### src/verilog/led_panel_pkg.sv
`default_nettype none

package led_panel_pkg;

    localparam int COL_BITS      = 6;   // 64 columns per row
    localparam int ROW_BITS      = 5;   // 32 row pairs, both halves scanned together
    localparam int SUBFRAME_BITS = 8;   // pwm resolution
    localparam int STEAL_BITS    = 4;   // one subframe in sixteen goes to the bus
    localparam int RGB_BITS      = 6;   // three colours for each half
    localparam int WB_ADR_BITS   = 1 + ROW_BITS + COL_BITS;
    localparam int WB_DAT_BITS   = 16;

    // address inside one bank, row above column
    typedef logic [ROW_BITS+COL_BITS-1:0] fb_addr_t;

    typedef struct packed {
        logic [4:0] r;
        logic [5:0] g;
        logic [4:0] b;
    } pixel_t;          // rgb565

    typedef struct packed {
        pixel_t top;
        pixel_t bottom;
    } pixel_pair_t;

    typedef struct packed {
        logic [SUBFRAME_BITS-1:0] subframe;
        logic [ROW_BITS-1:0]      row;
        logic [COL_BITS-1:0]      col;
    } scan_pos_t;

    typedef struct packed {
        logic                   cyc;
        logic                   stb;
        logic                   we;
        logic [WB_ADR_BITS-1:0] adr;    // bank select on top
        logic [WB_DAT_BITS-1:0] dat;
    } wb_req_t;

    typedef struct packed {
        logic                   ack;
        logic [WB_DAT_BITS-1:0] dat;
    } wb_rsp_t;

    typedef struct packed {
        logic [RGB_BITS/2-1:0] rgb_top;
        logic [RGB_BITS/2-1:0] rgb_bot;
        logic [ROW_BITS-1:0]   addr;
        logic                  blank;
        logic                  latch;
        logic                  sclk;
    } panel_t;

endpackage

`default_nettype wire
### src/verilog/scan_counter.sv
`default_nettype none

module scan_counter (
    input  wire                      clk,
    input  wire                      pll_locked,
    input  wire                      col_step,
    output led_panel_pkg::scan_pos_t pos,
    output logic                     steal
);

    logic col_wrap;
    logic row_wrap;

    assign col_wrap = &pos.col;
    assign row_wrap = &pos.row;

    // column is the fast digit, subframe the slow one
    always_ff @(posedge clk or negedge pll_locked) begin
        if (!pll_locked) begin
            pos <= '0;
        end else if (col_step) begin
            pos.col <= pos.col + 1'b1;
            if (col_wrap) begin
                pos.row <= pos.row + 1'b1;
                if (row_wrap) begin
                    pos.subframe <= pos.subframe + 1'b1;   // wraps after 256
                end
            end
        end
    end

    // every sixteenth subframe is dark and belongs to the bus
    assign steal = &pos.subframe[led_panel_pkg::STEAL_BITS-1:0];

endmodule

`default_nettype wire

### config.mk
export PLATFORM = sky130hd
export DESIGN_NAME = scan_counter
export DESIGN_NICKNAME = d
export VERILOG_FILES = /design/src/verilog/led_panel_pkg.sv /design/src/verilog/scan_counter.sv
export SDC_FILE = /design/constraint.sdc
export NUM_CORES = 1
export LEC_CHECK = 0
export BUFFER_PORTS_ARGS = -buffer_cell sky130_fd_sc_hd__buf_2
export CORE_ASPECT_RATIO = 1.2
export CORE_MARGIN = 10
export CORE_UTILIZATION = 53
export DETAILED_ROUTE_END_ITERATION = 6
export PLACE_DENSITY = 0.81
export SETUP_SLACK_MARGIN = 0.1
export SLEW_MARGIN = 5
export SYNTH_ARGS = -nofsm -noshare
export SYNTH_HDL_FRONTEND = slang
export SYNTH_SLANG_ARGS = --single-unit
export TNS_END_PERCENT = 50
### constraint.sdc
create_clock -name clk -period 4.1 [get_ports clk]
set_input_delay 0 -clock clk [delete_from_list [all_inputs] [get_ports clk]]
set_output_delay 0 -clock clk [all_outputs]
set_load 0.005 [all_outputs]
==> impl_results.md <==
- Status: finished clean
- Final Setup Violations: 0
- Clk slew on worst S/H paths: 110 ps
- Root buf cell: clkbuf_4
- Setup bufs post-CTS: 0
- Fin cells: 109
- P_leak: 0.542 nW
- Sequential area share after synthesis: 57.0%
- Routed Antenna Nets: 0
- Final #Nets: 99
- Vias in the first global route: 561
- Clock buffer depth: 2
- Max Fclk: 592 MHz
- Worst setup SP type: register
- P&R area growth vs syn: 21.4%
- MaxCap Viol Count: 0
- CTS buffer count: 3
- Placed cell count: 103
- Number of detailed-routing iterations run before antenna repair: 2
- Worst Hold Class: in -> async
- Die width: 56.2 µm
- Storage element area: 475 µm²
- Cells on worst reg2reg path: 3
- Drt drc: 0
- Clock sink count: 19
- GP Congestion: 0.738
- R2R setup slack: 2410 ps
- Initial antenna violation count: 0
- Pre-CTS setup slack: 2390 ps
- Yosys cell types: 14
- Syn Inst Count: 64
- Worst Path Arrival: 1890 ps
- IO buf count: 22
- Placed cell area: 966 µm²
- PD cells: 459 nW/µm²
- Period Utilization, post-route: 41.2%
- Ports: 23
- Worst Skew: 13.9 ps
- Crit path time final: 1690 ps
- Initial DRC Count: 1
- Footprint of the multi-input gates: 359 µm²
- Layout Utilization: 69.2%
- Total grt overflow: 0
- Slew headroom: 68.3%
- Slew @ Worst Pin: 472 ps
- Commonest non-fill, non-tap cells in the layout: buf_2, dfrtp_1, xnor2_1
- Commonest non-fill, non-tap cell in the layout: buf_2
- Clock H-tree levels: 1
- # diodes: 0
- Core Area: 1460 µm²
- Hold Fails Final Rpt: 0
- RR Startpoint: pos[0]
- Share of layout cells above drive strength 1: 33.7%
- Endpoint class of the critical path: register
- Peak supply drop: 328 µV
- Syn Std Cell Area: 835 µm²
- CP max FO: 8
- Final setup TNS: 0 ps
- Worst Path Required: 4300 ps
- Max FFs per register: 19
- Rows: 15
- CTS tree: done
- Vias: 557
- Largest register by flop count: pos
- First-pass GRT wire length: 2.60 mm
- Count of state elements after synthesis: 19
- Critical R2R Capture: pos[12]
- Clock Latency Late Sink: 300 ps
- Final instance area: 1010 µm²
- Critical path class: reg -> reg
- Initial core utilization: 57.0%
- Vias per Instance: 5.11
- Yosys warnings: 0
- Syn Area/Cell: 13.0 µm²
- Full die area: 3570 µm²
- Final Max Slew Viols: 0
- Regs by FF count: pos: 19 flops
- FILL cells: 109
- Worst Slack Setup Final: 2410 ps
- Drt wl/cell: 14.2 µm
- Detailed Place HPWL: 1.21 mm
- Chip Height: 63.5 µm
- Largest net degree at the start of global routing: 20
- Syn Nets: 70
- Final WL: 1.54 mm
- Total track usage: 8.97%
- RSZ-0062 raised after global routing: no
[cell families after synthesis]
family | share of synthesized area [%]
AND/OR/NAND/NOR | 17.7
flip-flops | 57.0
XOR/XNOR | 16.8
multiplexers | 4.05
adder cells (fa/ha/maj) | 4.50
[per-stage QoR]
| stage | power (mW) | hold WS [ps] |
|---|---|---|
| finish | 0.465 | 143 |
| floorplan | 0.321 | -296 |
| global placement | 0.372 | -46.2 |
| global route | 0.497 | 173 |
| detailed placement | 0.379 | -46.9 |
| CTS | 0.470 | 163 |
[how the worst max path moves through the flow]
| stage | end | start | depth (start not counted) |
|---|---|---|---|
| 6_report | pos[12] | pos[0] | 3 |
| 5_1_grt | pos[12] | pos[0] | 3 |
| 4_1_cts | pos[12] | pos[0] | 3 |
| 3_5_place_dp | pos[12] | pos[0] | 3 |
| 3_3_place_gp | pos[12] | pos[0] | 3 |
| 2_1_floorplan | pos[12] | pos[0] | 3 |
[cell type report]
type	instances	share of cell area (%)
multi-input combinational	45	35.4
clock inverter	1	0.494
tap	17	2.10
sequential	19	46.9
clock buffer	3	2.22
timing repair buffer	24	12.8
[cell usage after synthesis]
cell     instances  share of area (%)
and3_1           2                1.5
nor3_1           1               0.60
xnor2_1         11                 12
nand2_1          6                2.7
dfrtp_1         19                 57
mux2_2           3                4.0
nand4_1          6                4.5
ha_1             3                4.5
and4_1           1                1.0
nand3_1          3                1.8
nand3_4          1                2.1
xor2_1           5                5.2
nor4_4           1                2.5
nor2_1           2               0.90
[timing repair]
action	CTS	global route
endpoints found under the setup margin	0	0
endpoints found under the hold margin	20	0
gates resized for setup	0	0
hold buffers	2	0
[critical path, stage by stage, from the launching register on]
cell,delay (ps)
dfrtp_1,460
nand4_1,230
nor4_4,520
mux2_2,390
[layer usage]
metal  track usage (%)  share of wire [%]
met5                 0                  0
met4              3.61                1.9
met3              3.41                7.4
met2              15.4                 49
met1              9.51                 42
[power breakdown]
| group | leakage (nW) | internal, mW | switching [mW] | total (mW) |
|---|---|---|---|---|
| Sequential | 0.254 | 0.220 | 0.0488 | 0.269 |
| Combinational | 0.271 | 0.0570 | 0.0469 | 0.104 |
| Clock | 0.0177 | 0.0363 | 0.0556 | 0.0919 |
| Total | 0.542 | 0.314 | 0.151 | 0.465 |
(Power assumes the default switching activity.)
