[src/verilog/led_panel_pkg.sv]
`default_nettype none

package led_panel_pkg;

    localparam int COL_BITS      = 6;   // 64 columns per row
    localparam int ROW_BITS      = 5;   // 32 row pairs, both halves scanned together
    localparam int SUBFRAME_BITS = 8;   // pwm resolution
    localparam int STEAL_BITS    = 4;   // one subframe in sixteen goes to the bus
    localparam int RGB_BITS      = 6;   // three colours for each half
    localparam int WB_ADR_BITS   = 1 + ROW_BITS + COL_BITS;
    localparam int WB_DAT_BITS   = 16;

    // address inside one bank, row above column
    typedef logic [ROW_BITS+COL_BITS-1:0] fb_addr_t;

    typedef struct packed {
        logic [4:0] r;
        logic [5:0] g;
        logic [4:0] b;
    } pixel_t;          // rgb565

    typedef struct packed {
        pixel_t top;
        pixel_t bottom;
    } pixel_pair_t;

    typedef struct packed {
        logic [SUBFRAME_BITS-1:0] subframe;
        logic [ROW_BITS-1:0]      row;
        logic [COL_BITS-1:0]      col;
    } scan_pos_t;

    typedef struct packed {
        logic                   cyc;
        logic                   stb;
        logic                   we;
        logic [WB_ADR_BITS-1:0] adr;    // bank select on top
        logic [WB_DAT_BITS-1:0] dat;
    } wb_req_t;

    typedef struct packed {
        logic                   ack;
        logic [WB_DAT_BITS-1:0] dat;
    } wb_rsp_t;

    typedef struct packed {
        logic [RGB_BITS/2-1:0] rgb_top;
        logic [RGB_BITS/2-1:0] rgb_bot;
        logic [ROW_BITS-1:0]   addr;
        logic                  blank;
        logic                  latch;
        logic                  sclk;
    } panel_t;

endpackage

`default_nettype wire
[src/verilog/pwm_slice.sv]
`default_nettype none

module pwm_slice #(
    parameter int CHANNEL_BITS = 5
) (
    input  wire                                     clk,
    input  wire                                     pll_locked,
    input  wire [led_panel_pkg::SUBFRAME_BITS-1:0]  subframe,
    input  wire [CHANNEL_BITS-1:0]                  channel,
    output logic                                    lit
);

    localparam int SB = led_panel_pkg::SUBFRAME_BITS;

    logic [SB-1:0] level;
    logic [SB-1:0] threshold;

    // scale up to 8 bits by padding on the right
    assign level = {channel, {(SB - CHANNEL_BITS){1'b0}}};

    // reversed subframe spreads the on time, less visible flicker
    always_comb begin
        for (int i = 0; i < SB; i++) begin
            threshold[i] = subframe[SB-1-i];
        end
    end

    always_ff @(posedge clk or negedge pll_locked) begin
        if (!pll_locked) begin
            lit <= 1'b0;
        end else begin
            lit <= level > threshold;
        end
    end

endmodule

`default_nettype wire

[config.mk]
export PLATFORM = sky130hd
export DESIGN_NAME = pwm_slice
export DESIGN_NICKNAME = d
export VERILOG_FILES = /design/src/verilog/led_panel_pkg.sv /design/src/verilog/pwm_slice.sv
export SDC_FILE = /design/constraint.sdc
export NUM_CORES = 1
export LEC_CHECK = 0
export BUFFER_PORTS_ARGS = -buffer_cell sky130_fd_sc_hd__buf_4
export CORE_AREA = 2 2 39 41
export DETAILED_ROUTE_END_ITERATION = 8
export DIE_AREA = 0 0 41 43
export HOLD_SLACK_MARGIN = 0.12
export PLACE_DENSITY_LB_ADDON = 0.3
export SYNTH_ARGS = -nofsm -noshare
export SYNTH_HDL_FRONTEND = slang
export SYNTH_SLANG_ARGS = --single-unit
[constraint.sdc]
create_clock -name clk -period 0.8 [get_ports clk]
set_clock_uncertainty 0.05 [all_clocks]
set_input_delay 0.08 -clock clk [delete_from_list [all_inputs] [get_ports clk]]
set_output_delay 0.08 -clock clk [all_outputs]
set_load 0.05 [all_outputs]
==> results.md <==
* Status: complete, but fails checks
* Failing checks: setup timing
* Total number of yosys warnings at 0
* Post-synth EDFFs at 0
* Post-route insts no fill at 50
* Max-slew violations at 0
* Clock slew at reported path FFs at 0 ns
* Starting Density at 11.0%
* Wirelength per Cell at 8.56 um
* Vias at 186
* Met2 Use GR at 7.19%
* Top post-synthesis cells by count: 5 x ha_1, 5 x inv_1
* Synth Instances at 17
* I/O pins at 16
* Total Power at 0.244 mW
* Total global routing overflow at 0
* Crit Path Max Fanout at 2
* Yosys reg bits at 1
* Met3 Use GR at 0%
* GR Util met1 at 7.94%
* First-pass iteration count of the detailed router at 4
* Port bufs at 15
* WS Path Type: in2reg
* Total wire length at 428 um
* Most used DFF post-synth: dfrtp_1
* Slowest CP cell: and4_1
* Worst Setup SP: subframe[2]
* Crit path capture type: register
* Largest registers: lit x1
* Netlist Area Pre-Place at 153 um^2
* Worst EP required at 0.61 ns
* Final min period at 1.04 ns
* Fraction of registers with async set/reset at 100%
* Gr busiest metal: met1
* Fin crit share at 130%
* Final ANT Viol Nets at 0
* Die ar. at 1760 um^2
* Hold Fails Final Rpt at 0
* PwrDens at 642 nW/um^2
* Syn avg cell area at 8.98 um^2
* Antenna fix cells at 0
* CORE AREA at 1380 um^2
* Maximum clock frequency at 964 MHz
* DRT iter0 DRCs at 2
* Filler cell count at 159
* Placed cells at 48
* Max incr delay on CP at 0.20 ns
* Synth top area cells: ha_1 41%, dfrtp_1 16%, inv_1 12%, a32oi_1 5.7%, and4_1 5.7%
* Vias in the first global route at 177
* Least-Margin Pin Slew at 0.215 ns
* Residual DRC at 0
* Worst setup margin at -0.237 ns
* Startpoint types: input pin
* RSZ-0062 raised after global routing: yes
* Most flop-heavy register: lit
* Syn_nets at 37
* Rel. slew slack at 85.6%
* Worst vdd ir at 0.167 mV
* GRT Total Usage at 4.80%
* Routability Congestion at 0.591
* Max Cap Viol at 0
* Ordered list of cells on the worst path: buf_6 -> inv_4 -> ha_4 -> and4_1 -> a32oi_1 -> a22oi_1
* # setup viols final at 1
* Critical Path AT at 0.85 ns
* Initial antenna violation count at 0
* Row count at 14
* First-pass GRT wire length at 641 um
* Die width at 41 um
* Seq/Total Area, Yosys at 16.4%
* Hold Path Class: in2async
* Via-per-instance ratio at 3.72
* Fraction of layout cells with a size suffix above 1 at 73.5%
* Fin nets at 56
* Top cell type's share of synthesized area at 41.0%
* P_leak at 0.180 nW
* Post-synth cell types at 9
* Synth area leader: ha_1
* Synth-to-Final Area Change at 149%
* Die Y at 43 um
* Max FFs per register at 1
* Largest net degree at the start of global routing at 3
## placed cells by master, fill, tap and decap left out
| cell | count |
|---|---|
| a21o_1 | 1 |
| a21oi_1 | 1 |
| a22oi_1 | 1 |
| a32oi_1 | 1 |
| and4_1 | 1 |
| buf_4 | 13 |
| buf_6 | 3 |
| dfrtp_1 | 1 |
| dlygate4sd3_1 | 1 |
| ha_1 | 1 |
| ha_4 | 4 |
| inv_1 | 1 |
| inv_2 | 1 |
| inv_4 | 2 |
| inv_6 | 1 |
| nor4b_2 | 1 |
## critical path, delay by kind of cell
kind | cells | cell delay (ns)
buffers and inverters | 2 | 0.13
AO/OA/AOI/OAI | 2 | 0.24
adder cells (fa/ha/maj) | 1 | 0.19
AND/OR/NAND/NOR | 1 | 0.20
## layer usage
layer  part of all wire, %  vias up
met3                    18        0
met5                     0        -
met4                     0        0
met1                    46       74
met2                    36       16
li1                      -       96
## timing repair
item | in CTS | in global routing
buffers inserted | 1 | 0
gates resized for setup | 6 | 0
hold endpoints to repair | 1 | 0
hold buffers | 1 | 0
pin swaps | 6 | 2
endpoints found under the setup margin | 1 | 1
gates cloned | 0 | 0
## metrics by stage
stage	cell area [um^2]	util (%)	TNS (ns)	setup slack [ns]	hold slack [ns]
5_1_grt	380	27.5	-0.269	-0.269	0.378
6_report	380	27.5	-0.237	-0.237	0.364
2_1_floorplan	208	-	-0.0803	-0.0803	-0.266
4_1_cts	380	27.5	-0.252	-0.252	0.369
3_5_place_dp	340	24.6	-0.284	-0.284	-0.194
3_3_place_gp	340	24.6	-0.264	-0.264	-0.194
## layout make-up
cell class	instances	area [um^2]	area share [%]
tap	16	20.0	5.26
multi-input combinational	11	165	43.4
sequential	1	25.0	6.58
inverter	5	28.8	7.57
timing repair buffer	17	141	37.2
## cells by family (layout without fill, tap and decap cells)
family,count (synthesis),count (layout),synth area share (%)
adders and majority gates,5,5,41.0
buffers and inverters,5,22,12.3
AOI/OAI and AO/OA,4,4,18.9
DFF,1,1,16.4
and+or+nand+nor,2,2,11.5
## power breakdown
part / internal (mW) / leakage, nW / total, mW / switching, mW
Clock: 0 / 0 / 0 / 0
Combinational: 0.107 / 0.168 / 0.185 / 0.0783
Sequential: 0.0576 / 0.0121 / 0.0593 / 0.00164
Total: 0.164 / 0.180 / 0.244 / 0.0800
## final timing paths
kind	to	slack (ns)	cells after the start
max	lit$_DFF_PN0_	-0.24	6
min in group clk	lit$_DFF_PN0_	0.38	3
max in group asynchronous	lit$_DFF_PN0_	0.25	2
min	lit$_DFF_PN0_	0.36	2
No activity file was read; power rests on OpenSTA's default activity.
