[src/verilog/led_panel_pkg.sv]
`default_nettype none

package led_panel_pkg;

    localparam int COL_BITS      = 6;   // 64 columns per row
    localparam int ROW_BITS      = 5;   // 32 row pairs, both halves scanned together
    localparam int SUBFRAME_BITS = 8;   // pwm resolution
    localparam int STEAL_BITS    = 4;   // one subframe in sixteen goes to the bus
    localparam int RGB_BITS      = 6;   // three colours for each half
    localparam int WB_ADR_BITS   = 1 + ROW_BITS + COL_BITS;
    localparam int WB_DAT_BITS   = 16;

    // address inside one bank, row above column
    typedef logic [ROW_BITS+COL_BITS-1:0] fb_addr_t;

    typedef struct packed {
        logic [4:0] r;
        logic [5:0] g;
        logic [4:0] b;
    } pixel_t;          // rgb565

    typedef struct packed {
        pixel_t top;
        pixel_t bottom;
    } pixel_pair_t;

    typedef struct packed {
        logic [SUBFRAME_BITS-1:0] subframe;
        logic [ROW_BITS-1:0]      row;
        logic [COL_BITS-1:0]      col;
    } scan_pos_t;

    typedef struct packed {
        logic                   cyc;
        logic                   stb;
        logic                   we;
        logic [WB_ADR_BITS-1:0] adr;    // bank select on top
        logic [WB_DAT_BITS-1:0] dat;
    } wb_req_t;

    typedef struct packed {
        logic                   ack;
        logic [WB_DAT_BITS-1:0] dat;
    } wb_rsp_t;

    typedef struct packed {
        logic [RGB_BITS/2-1:0] rgb_top;
        logic [RGB_BITS/2-1:0] rgb_bot;
        logic [ROW_BITS-1:0]   addr;
        logic                  blank;
        logic                  latch;
        logic                  sclk;
    } panel_t;

endpackage

`default_nettype wire
[src/verilog/panel_scanner.sv]
`default_nettype none

module panel_scanner (
    input  wire                                 clk,
    input  wire                                 pll_locked,
    input  wire [led_panel_pkg::RGB_BITS-1:0]   rgb,
    input  wire [led_panel_pkg::ROW_BITS-1:0]   row,
    output logic                                col_step,
    output led_panel_pkg::panel_t               panel
);

    localparam int HALF = led_panel_pkg::RGB_BITS / 2;

    typedef enum logic [1:0] {
        ST_SHIFT,
        ST_BLANK,
        ST_LATCH,
        ST_UNBLANK
    } state_t;

    state_t                             state;
    logic                               phase;      // high while sclk is high
    logic [led_panel_pkg::COL_BITS-1:0] col;        // column on the panel pins
    logic [led_panel_pkg::ROW_BITS-1:0] shift_row;  // row pair being shifted
    logic                               last_col;

    assign last_col = &col;

    // fetch runs two columns ahead of the pins
    // the fetch for column 1 waits until the latch cycle so that
    // column 0 of the next row is still on rgb at unblank
    assign col_step = (state == ST_LATCH) || (state == ST_SHIFT && !phase && !last_col);

    always_ff @(posedge clk or negedge pll_locked) begin
        if (!pll_locked) begin
            state     <= ST_BLANK;
            phase     <= 1'b0;
            col       <= '0;
            shift_row <= '0;
            panel     <= '{blank: 1'b1, default: '0};
        end else begin
            case (state)
                ST_SHIFT: begin
                    phase <= !phase;
                    if (!phase) begin
                        panel.sclk <= 1'b1;     // data has had a cycle to settle
                    end else begin
                        panel.sclk <= 1'b0;
                        if (last_col) begin
                            panel.blank <= 1'b1;
                            state       <= ST_BLANK;
                        end else begin
                            col           <= col + 1'b1;
                            panel.rgb_top <= rgb[led_panel_pkg::RGB_BITS-1:HALF];
                            panel.rgb_bot <= rgb[HALF-1:0];
                        end
                    end
                end

                ST_BLANK: begin
                    panel.latch <= 1'b1;
                    state       <= ST_LATCH;
                end

                ST_LATCH: begin
                    panel.latch <= 1'b0;
                    panel.addr  <= shift_row;   // address moves while still dark
                    state       <= ST_UNBLANK;
                end

                ST_UNBLANK: begin
                    panel.blank   <= 1'b0;
                    panel.rgb_top <= rgb[led_panel_pkg::RGB_BITS-1:HALF];
                    panel.rgb_bot <= rgb[HALF-1:0];
                    col           <= '0;
                    shift_row     <= row;       // counter already sits on the next row
                    phase         <= 1'b0;
                    state         <= ST_SHIFT;
                end

                default: begin
                    state <= ST_BLANK;
                end
            endcase
        end
    end

endmodule

`default_nettype wire

[config.mk]
export PLATFORM = sky130hd
export DESIGN_NAME = panel_scanner
export DESIGN_NICKNAME = d
export VERILOG_FILES = /design/src/verilog/led_panel_pkg.sv /design/src/verilog/panel_scanner.sv
export SDC_FILE = /design/constraint.sdc
export NUM_CORES = 1
export LEC_CHECK = 0
export ABC_AREA = 1
export ABC_CLOCK_PERIOD_IN_PS = 2220
export BUFFER_PORTS_ARGS = -buffer_cell sky130_fd_sc_hd__clkbuf_2
export CORE_MARGIN = 2
export CORE_UTILIZATION = 35
export DETAILED_ROUTE_END_ITERATION = 8
export PLACE_DENSITY_LB_ADDON = 0.15
export SLEW_MARGIN = 20
export SYNTH_ARGS = -nofsm -noshare
export SYNTH_HDL_FRONTEND = slang
export SYNTH_SLANG_ARGS = --single-unit
[constraint.sdc]
create_clock -name clk -period 2.22 [get_ports clk]
set_input_delay 0.333 -clock clk [delete_from_list [all_inputs] [get_ports clk]]
set_output_delay 0.333 -clock clk [all_outputs]
set_load 0.005 [all_outputs]
==> metrics.md, run 1 <==
| Metric | Value |
|---|---|
| Post-Syn Area | between 0.001 and 0.0015 sq mm |
| Clk sinks | 28 |
| Drt total wl | 2550 um |
| Final period util | 0.841 |
| Die Height | 66.0 um |
| Detailed Place HPWL | 1860 um |
| R2R depth | 6 |
| HP Class | in -> async |
| Required @ worst endpoint | 1.89 ns |
| Rows | 22 |
| Slew @ Worst Pin | 0.691 ns |
| Post-CTS Setup Bufs | 0 |
| Worst skew pair latency | 0.27 ns |
| I/O Buffers | 27 |
| Worst slew margin | 0.540 |
| Max stage delay on crit path | 0.55 ns |
| Remaining antenna violation count after routing | 0 |
| Logic pwr share | 0.036 |
| Initial core utilization | 0.364 |
| Crit path DAT | 1.53 ns |
| Slowest cell on the critical path | dfstp_2 |
| Seq/Total Area, Yosys | 0.523 |
| Pin count of the biggest net entering global routing | 29 |
| RSZ-0062 raised after global routing | no |
| Root Driver | clkbuf_8 |
| Final hold viol count | 0 |
| Leakage power | between 0.8 and 0.9 nW |
| Warnings, synthesis | 0 |
| Net Sw Frac | 0.211 |
| Worst Setup End Kind | output port |
| Outcome | complete, no violations |
| Pwr dens | 539 mW/mm^2 |
| Slew Viols, Final | 0 |
| Fin area | ~0.0015 sq mm |
| Initial detailed-routing violation count | 44 |
| Hold-fix buffers, CTS | 0 |
| Final setup vio count | 0 |
| Area contributors post-synth | dfrtp_1 48%, nand2_1 14%, nand3_1 6.3%, ha_1 4.7%, dfstp_2 3.9% |
| Syn_area_per_cell | 8.84 sq um |
| Area Growth Syn to Fin | 15.1% |
| Flops & latches, synth | 28 |
| Vias/cell | 4.53 |
| Detailed-route via count | 1,029 |
| Vias in the first global route | 1,000 |
| FILL cells | 396 |
| Yosys top cell area share | 0.484 |
| Type of origin of the critical path | flip-flop |
| Synth Area in Adders | 0.0466 |
| Internal power | 0.657 mW |
| Cell count after synthesis | ~150 |
| Maximum capacitance violations | 0 |
| Largest family of logic cells by synthesized area | simple AND/OR/NAND/NOR gates |
| Compound-gate portion of the synthesized area | 0.0428 |
| I/O pin cnt | 28 |
| Die X | 66.0 um |
| Type of the worst setup path | reg -> out |
| Placed Area | 0.00150 sq mm |
| Cell taking the most area after synthesis | dfrtp_1 |
| Clock Path Buffers | 2 |
| CTS tree | built |
| Synth unique cells | 21 |
| Synthesized Nets | 170 |
| First-pass GRT wire length | 4490 um |
| Fmax | 536 MHz |
| DP Worst Slack | 0.629 ns |
| Diode count | 0 |
| # DRC | 0 |
| Final-stage net count | 198 |
| GRT Residual Overflow | 0 |
| Clock Power Share | 0.342 |
| Critical-path cell list | inv_1 -> ha_1 -> nand2_1 -> o21bai_1 -> clkbuf_2 |
| Max H-tree Level | 1 |
| WL per Instance | approximately 11 um |
| Sequential share of power | 0.622 |
| Layout cells sized above 1 | 0.246 |
| Crit Path Max Fanout | 6 |
| Initial antenna violation count | 0 |
| Reg2Reg Setup Slack | 0.62 ns |
| GRT Total Usage | 0.133 |
| Die area | 0.00435 sq mm |
| Setup TNS | 0 ns |
| Placer Congestion | 0.770 |
| Worst-path clk slew | 0.09 ns |
| Core area | 0.00369 sq mm |
| Crit path time final | 1.87 ns |
| Sw Pwr | ~0.18 mW |
| Post-synthesis xor/xnor area fraction | 0 |
| Worst clock skew | around 0.003 ns |
| Post-CTS sizing | 0 |
| Multiplexer share of the synthesized area | 0.0335 |
| Post-Synth Simple-Gate Area | 0.282 |
| Setup ws final | 0.353 ns |
| Worst VDD drop | 0.323 mV |
| 1st-pass router iterations | 4 |
| Cts bufs inserted | 3 |
## area by class of cell
class	instances	area, sq um	area share
repair buffers	28	143	0.0922
clock buffers	4	45.0	0.0291
multi-input cells	106	544	0.352
flip-flops and latches	28	703	0.455
inverters	13	51.3	0.0332
well taps	48	60.1	0.0388
## registers in the layout (all words and copies together) (netlist names)
| signal | flops |
|---|---|
| shift_row | 5 |
| state | 2 |
| col | 6 |
| panel | 14 |
| phase | 1 |
## cells by family (layout without fill, tap and decap cells)
logic type	after synthesis	after routing
AO/OA/AOI/OAI	11	11
adder cells (fa/ha/maj)	5	5
buffers and inverters	18	45
flip-flops	28	28
multiplexers	4	4
AND/OR/NAND/NOR	86	86
## routing by layer
layer | vias up | routed length [um] | track usage
li1 | 533 | - | -
met1 | 476 | 1240 | 0.180
met2 | 18 | 1180 | 0.211
met3 | 2 | 105 | 0.0273
met4 | 0 | 20 | 0.0485
met5 | - | 0 | 0
## cell usage after synthesis
cell      count
nand2_1      50
a21oi_1       2
nor2_2        1
mux2_2        4
o21ai_0       8
nor2_1       12
or2_4         1
ha_1          5
dfrtp_1      26
nand2_4       1
nor3_1        1
dfstp_2       2
nand3_1      17
inv_4         1
inv_1        12
buf_6         3
nand2_2       2
buf_4         1
o21bai_1      1
clkbuf_1      1
nand3_4       1
## path summary, 6_finish.rpt
path                                          start                        to
min                                      pll_locked         phase$_DFFE_PN0P_
min reg2reg                shift_row[4]$_DFFE_PN0P_  shift_row[4]$_DFFE_PN0P_
min in group clk                             rgb[0]      panel[8]$_DFFE_PN0P_
max reg2reg                    state[0]$_DFFE_PN1P_        col[4]$_DFFE_PN0P_
max in group asynchronous                pll_locked      panel[6]$_DFFE_PN0P_
max                            state[0]$_DFFE_PN1P_                  col_step
## metrics by stage
step           hold WS (ns)   util  instances  power (mW)
2_1_floorplan        0.0374      -        152       0.533
3_3_place_gp          0.408  0.407        223       0.560
3_5_place_dp          0.412  0.407        223       0.560
4_1_cts               0.112  0.419        227       0.846
5_1_grt               0.134  0.419        227       0.872
6_report             0.0878  0.419        227       0.833
## power by group through the flow
stage               Clock [mW]  Sequential (mW)  Combinational, mW
finish                   0.285            0.518             0.0301
global route             0.317            0.520             0.0357
CTS                      0.296            0.519             0.0318
detailed placement           0            0.528             0.0317
global placement             0            0.528             0.0316
floorplan                    0            0.529            0.00419
## critical path: cells and delay by family, from the launching register on
kind	cells	cell delay (ns)
and+or+nand+nor	1	0.16
AOI/OAI and AO/OA	1	0.09
DFF	1	0.55
adders and majority gates	1	0.29
buffers and inverters	2	0.18
## layout by cell type, fill, tap and decap left out, drive strengths merged
cell,count
inv,13
buf,1
dfstp,2
o21bai,1
nor2,13
nor3,1
nand2,53
or2,1
a21oi,2
nand3,18
clkbuf,31
o21ai,8
ha,5
dfrtp,26
mux2,4
No activity file was read; power rests on OpenSTA's default activity.
==> inputs of run 2 (changes only) <==
Settings changed: ABC_CLOCK_PERIOD_IN_PS 2220 to 1950.
Clock period 2.22 ns to 1.95 ns, I/O delays scaled along.
==> metrics.md, run 2 (synthesis results as in run 1) <==
| Metric | Value |
|---|---|
| Slew @ Worst Pin | between 0.6 and 0.7 ns |
| Die Height | 66.0 um |
| Root Driver | clkbuf_8 |
| Die X | between 60 and 70 um |
| Crit Path Max Fanout | 9 |
| Area occupied by multi-input gates | 547 sq um |
| Detailed-route via count | 1,040 |
| Vias in the first global route | 978 |
| Hold-fix buffers, CTS | 0 |
| CTS tree | built |
| Met3 wire len | 86 um |
| Most frequent cells in the layout | 50 x nand2_1, 27 x clkbuf_2, 26 x dfrtp_1 |
| RSZ-0062 raised after global routing | no |
| Slew Viols, Final | 0 |
| FILL cells | 407 |
| Top flop regs | panel (14), col (6), shift_row (5) |
| Worst slew margin | 0.551 |
| Fmax | 538 MHz |
| Worst clock skew | between 0.007 and 0.008 ns |
| HP Class | in -> async |
| Area Growth Syn to Fin | 16.0% |
| Clock Power Share | 0.365 |
| Crit path DAT | 1.57 ns |
| Leakage power | between 0.8 and 0.9 nW |
| Die area | between 0.004 and 0.005 sq mm |
| GRT Total Usage | 0.136 |
| Initial antenna violation count | 0 |
| Worst skew pair latency | around 0.27 ns |
| Crit path time final | 1.86 ns |
| Max stage delay on crit path | 0.55 ns |
| Remaining antenna violation count after routing | 0 |
| Max reg flops | 14 |
| Required @ worst endpoint | 1.66 ns |
| Detailed Place HPWL | roughly 1900 um |
| FF+latch area | between 700 and 800 sq um |
| Core area | 0.00369 sq mm |
| Type of the worst setup path | reg -> out |
| Logic pwr share | 0.035 |
| Reg2Reg Setup Slack | 0.42 ns |
| Max H-tree Level | 1 |
| Clock Path Buffers | 2 |
| Maximum capacitance violations | 0 |
| Pwr dens | between 600 and 700 mW/mm^2 |
| I/O Buffers | 27 |
| Diode count | 0 |
| Final-stage net count | 198 |
| Slowest cell on the critical path | dfstp_2 |
| Commonest non-fill, non-tap cell in the layout | nand2_1 |
| Outcome | complete, no violations |
| Placer Congestion | 0.762 |
| Cts bufs inserted | 3 |
| Placed insts | roughly 220 |
| # DRC | 0 |
| Drt total wl | 2570 um |
| Post-CTS Setup Bufs | 0 |
| Net Sw Frac | 0.204 |
| Setup TNS | 0 ns |
| Vias/cell | 4.58 |
| R2r startpoint | state[0]$_DFFE_PN1P_ |
| Final setup vio count | 0 |
| First-pass GRT wire length | approximately 4600 um |
| 1st-pass router iterations | 4 |
| Worst VDD drop | 0.317 mV |
| Clk sinks | 28 |
| Sw Pwr | around 0.20 mW |
| GRT Residual Overflow | 0 |
| Initial core utilization | 0.364 |
| Sequential share of power | 0.600 |
| Fin cells | approximately 230 |
| Worst-path clk slew | 0.10 ns |
| Pin count of the biggest net entering global routing | 29 |
| Metal-1 WL | roughly 1300 um |
| Rows | 22 |
| WL per Instance | 11.3 um |
| Type of origin of the critical path | flip-flop |
| Top reg by flops | panel |
| Layout cells sized above 1 | 0.257 |
| Internal power | 0.782 mW |
| R2R depth | 6 |
| Worst Setup End Kind | output port |
| I/O pin cnt | 28 |
| Final period util | 0.954 |
| Metal2 WL | 1190 um |
| Initial detailed-routing violation count | 31 |
| CP top delay family | flip-flops |
| Crit path buffers/inverters | 2 |
| Highest metal used | met4 |
| Reg2reg end | panel[8]$_DFFE_PN0P_ |
| Final hold viol count | 0 |
| Critical-path cell list | inv_1 -> ha_1 -> o21bai_1 -> clkbuf_2 |
[run 2: worst reg2reg max path, delay by kind of cell, from the launching register on]
| kind | cells | cell delay (ns) |
|---|---|---|
| simple gates | 4 | 0.61 |
| flops | 1 | 0.55 |
| buf+inv | 1 | 0.07 |
| fa+ha+maj | 1 | 0.23 |
[run 2: timing repair]
action | CTS | global route
gates resized for setup | 0 | 1
endpoints found under the setup margin | 0 | 1
endpoints found under the hold margin | 0 | 0
[run 2: worst max-delay path by stage]
stage                         start               endpoint  slack, ns  depth (start not counted)
2_1_floorplan  state[0]$_DFFE_PN1P_     col[2]$_DFFE_PN0P_       0.41                          6
4_1_cts        state[0]$_DFFE_PN1P_               col_step       0.07                          4
3_5_place_dp   state[0]$_DFFE_PN1P_  panel[13]$_DFFE_PN0P_       0.37                          6
6_report       state[0]$_DFFE_PN1P_               col_step       0.09                          4
5_1_grt        state[0]$_DFFE_PN1P_               col_step       0.02                          4
3_3_place_gp   state[0]$_DFFE_PN1P_     col[4]$_DFFE_PN0P_       0.40                          6
[run 2: power by group through the flow]
stage | logic, mW | clock network (mW) | registers, mW
floorplan | 0.00477 | 0 | 0.602
global placement | 0.0359 | 0 | 0.601
detailed placement | 0.0365 | 0 | 0.601
CTS | 0.0365 | 0.377 | 0.590
global route | 0.0411 | 0.400 | 0.591
finish | 0.0344 | 0.359 | 0.590
[run 2: stage by stage]
stage	hold slack [ns]	instance area (sq um)	utilization	setup slack (ns)	power, mW
3_3_place_gp	0.368	1500	0.407	0.395	0.637
6_report	0.0335	1560	0.423	0.0906	0.983
4_1_cts	0.0619	1560	0.422	0.0734	1.00
3_5_place_dp	0.372	1500	0.407	0.372	0.638
2_1_floorplan	-0.00309	1340	-	0.415	0.607
5_1_grt	0.0962	1560	0.423	0.0166	1.03
[run 2: layout make-up]
class,count,share of cell area
clock buffers,4,0.0353
well taps,48,0.0385
inverters,13,0.0329
flip-flops and latches,28,0.451
repair buffers,28,0.0915
multi-input cells,106,0.351
[run 2: routing by layer]
layer | vias to the layer above | global-route usage
met1 | 484 | 0.183
met4 | 0 | 0.0536
met2 | 20 | 0.220
met3 | 4 | 0.0221
li1 | 532 | -
met5 | - | 0
==> inputs of run 3 (changes only) <==
Settings changed: CORE_MARGIN 2 to unset, CTS_BUF_LIST set to sky130_fd_sc_hd__clkbuf_16.
==> metrics.md, run 3 (synthesis results as in run 1) <==
| Metric | Value |
|---|---|
| Outcome | complete, no violations |
| Worst-path clk slew | 0.07 ns |
| Post-CTS Setup Bufs | 0 |
| CTS tree | built |
| Detailed-route via count | 1,043 |
| Highest metal used | met4 |
| Final hold viol count | 0 |
| First-pass GRT wire length | 4710 um |
| Area occupied by multi-input gates | 544 sq um |
| Layout cells sized above 1 | 0.246 |
| Final-stage net count | 198 |
| Max stage delay on crit path | 0.54 ns |
| Vias in the first global route | 1,068 |
| Fin area | between 0.0015 and 0.002 sq mm |
| Worst Setup End Kind | output port |
| Required @ worst endpoint | ~1.7 ns |
| Slew Viols, Final | 0 |
| FF+latch area | 703 sq um |
| Post-layout util | 0.432 |
| Crit path buffers/inverters | 2 |
| HP Class | in -> async |
| Die Height | 64.0 um |
| Initial detailed-routing violation count | 36 |
| Rows | 22 |
| I/O pin cnt | 28 |
| Slew @ Worst Pin | approximately 0.7 ns |
| Max H-tree Level | 1 |
| Core area | 0.00366 sq mm |
| Maximum capacitance violations | 0 |
| Most frequent cells in the layout | 50 x nand2_1, 27 x clkbuf_2, 26 x dfrtp_1 |
| GRT Total Usage | 0.146 |
| Top reg by flops | panel |
| Pin count of the biggest net entering global routing | 29 |
| Metal-1 WL | 1200 um |
| Type of the worst setup path | reg -> out |
| Met3 wire len | 77 um |
| Vias/cell | approximately 4.6 |
| Post-CTS sizing | 0 |
| Diode count | 0 |
| FILL cells | 375 |
| Total power | ~1.1 mW |
| RSZ-0062 raised after global routing | no |
| CP top delay family | flip-flops |
| Leakage power | approximately 0.86 nW |
| Worst VDD drop | 0.286 mV |
| Placed insts | 223 |
| Commonest non-fill, non-tap cell in the layout | nand2_1 |
| Hold-fix buffers, CTS | 0 |
| Initial antenna violation count | 0 |
| Type of origin of the critical path | flip-flop |
| Initial core utilization | 0.367 |
| GRT Residual Overflow | 0 |
| Crit Path Max Fanout | 9 |
| Top flop regs | panel (14), col (6), shift_row (5) |
| 1st-pass router iterations | 4 |
| Final setup vio count | 0 |
| Hold Slack | 0.0639 ns |
| Fmax | 555 MHz |
| Die area | 0.00409 sq mm |
| Fin cells | 227 |
| Slowest cell on the critical path | dfstp_2 |
| Metal2 WL | 1250 um |
| Clock Path Buffers | 2 |
| Final period util | 0.924 |
| Clk sinks | 28 |
| Cts bufs inserted | 3 |
| Crit path DAT | 1.51 ns |
| Root Driver | clkbuf_16 |
| Worst skew pair latency | 0.26 ns |
| Setup TNS | 0 ns |
| Area Growth Syn to Fin | 17.6% |
| Worst clock skew | 0.00257 ns |
| Setup ws final | 0.148 ns |
| Placer Congestion | roughly 0.76 |
| Critical-path cell list | inv_1 -> ha_1 -> o21bai_1 -> clkbuf_2 |
| Detailed Place HPWL | roughly 1800 um |
| Placed Area | 0.00150 sq mm |
| Drt total wl | 2540 um |
| Worst slew margin | 0.538 |
| # DRC | 0 |
| Pwr dens | ~690 mW/mm^2 |
| Crit path time final | 1.80 ns |
| Remaining antenna violation count after routing | 0 |
| Max reg flops | 14 |
| I/O Buffers | 27 |
| Die X | roughly 64 um |
| WL per Instance | 11.2 um |
| DP Worst Slack | 0.371 ns |
run 3: path summary, 6_finish.rpt:
path                                          startpoint                  endpoint  slack [ns]  cells after the start
worst min-delay path                          pll_locked      panel[0]$_DFFE_PN0N_        0.06                      1
min in group clk                                  rgb[4]     panel[12]$_DFFE_PN0P_        0.23                      3
worst max-delay path                state[0]$_DFFE_PN1P_                  col_step        0.15                      4
max in group asynchronous                     pll_locked        col[1]$_DFFE_PN0P_        1.44                      1
worst max register to register      state[0]$_DFFE_PN1P_        col[4]$_DFFE_PN0P_        0.36                      6
worst min register to register  shift_row[4]$_DFFE_PN0P_  shift_row[4]$_DFFE_PN0P_        0.48                      2
run 3: routing by layer:
| metal | GRT usage | vias to the layer above |
|---|---|---|
| met4 | 0.0483 | 0 |
| li1 | - | 536 |
| met5 | 0 | - |
| met1 | 0.182 | 492 |
| met3 | 0.0250 | 2 |
| met2 | 0.253 | 13 |
run 3: where the power goes:
part	switching (mW)	leakage, nW	internal, mW	total, mW
registers	0.00334	0.325	0.587	0.590
clock network	0.193	0.0423	0.275	0.468
logic	0.0197	0.492	0.0148	0.0345
run 3: worst register-to-register path, stage by stage, from the launching register on:
cell and delay, ns:
dfstp_2 0.54, inv_1 0.07, ha_1 0.29, or2_4 0.35
nand2_4 0.15, nand2_1 0.07, nand2_1 0.05
run 3: layout make-up:
class	instances	share of cell area
Sequential cell	28	0.445
Multi-Input combinational cell	106	0.344
Timing Repair Buffer	28	0.0903
Clock buffer	3	0.0475
Tap cell	48	0.0380
Inverter	13	0.0325
Clock inverter	1	0.00238
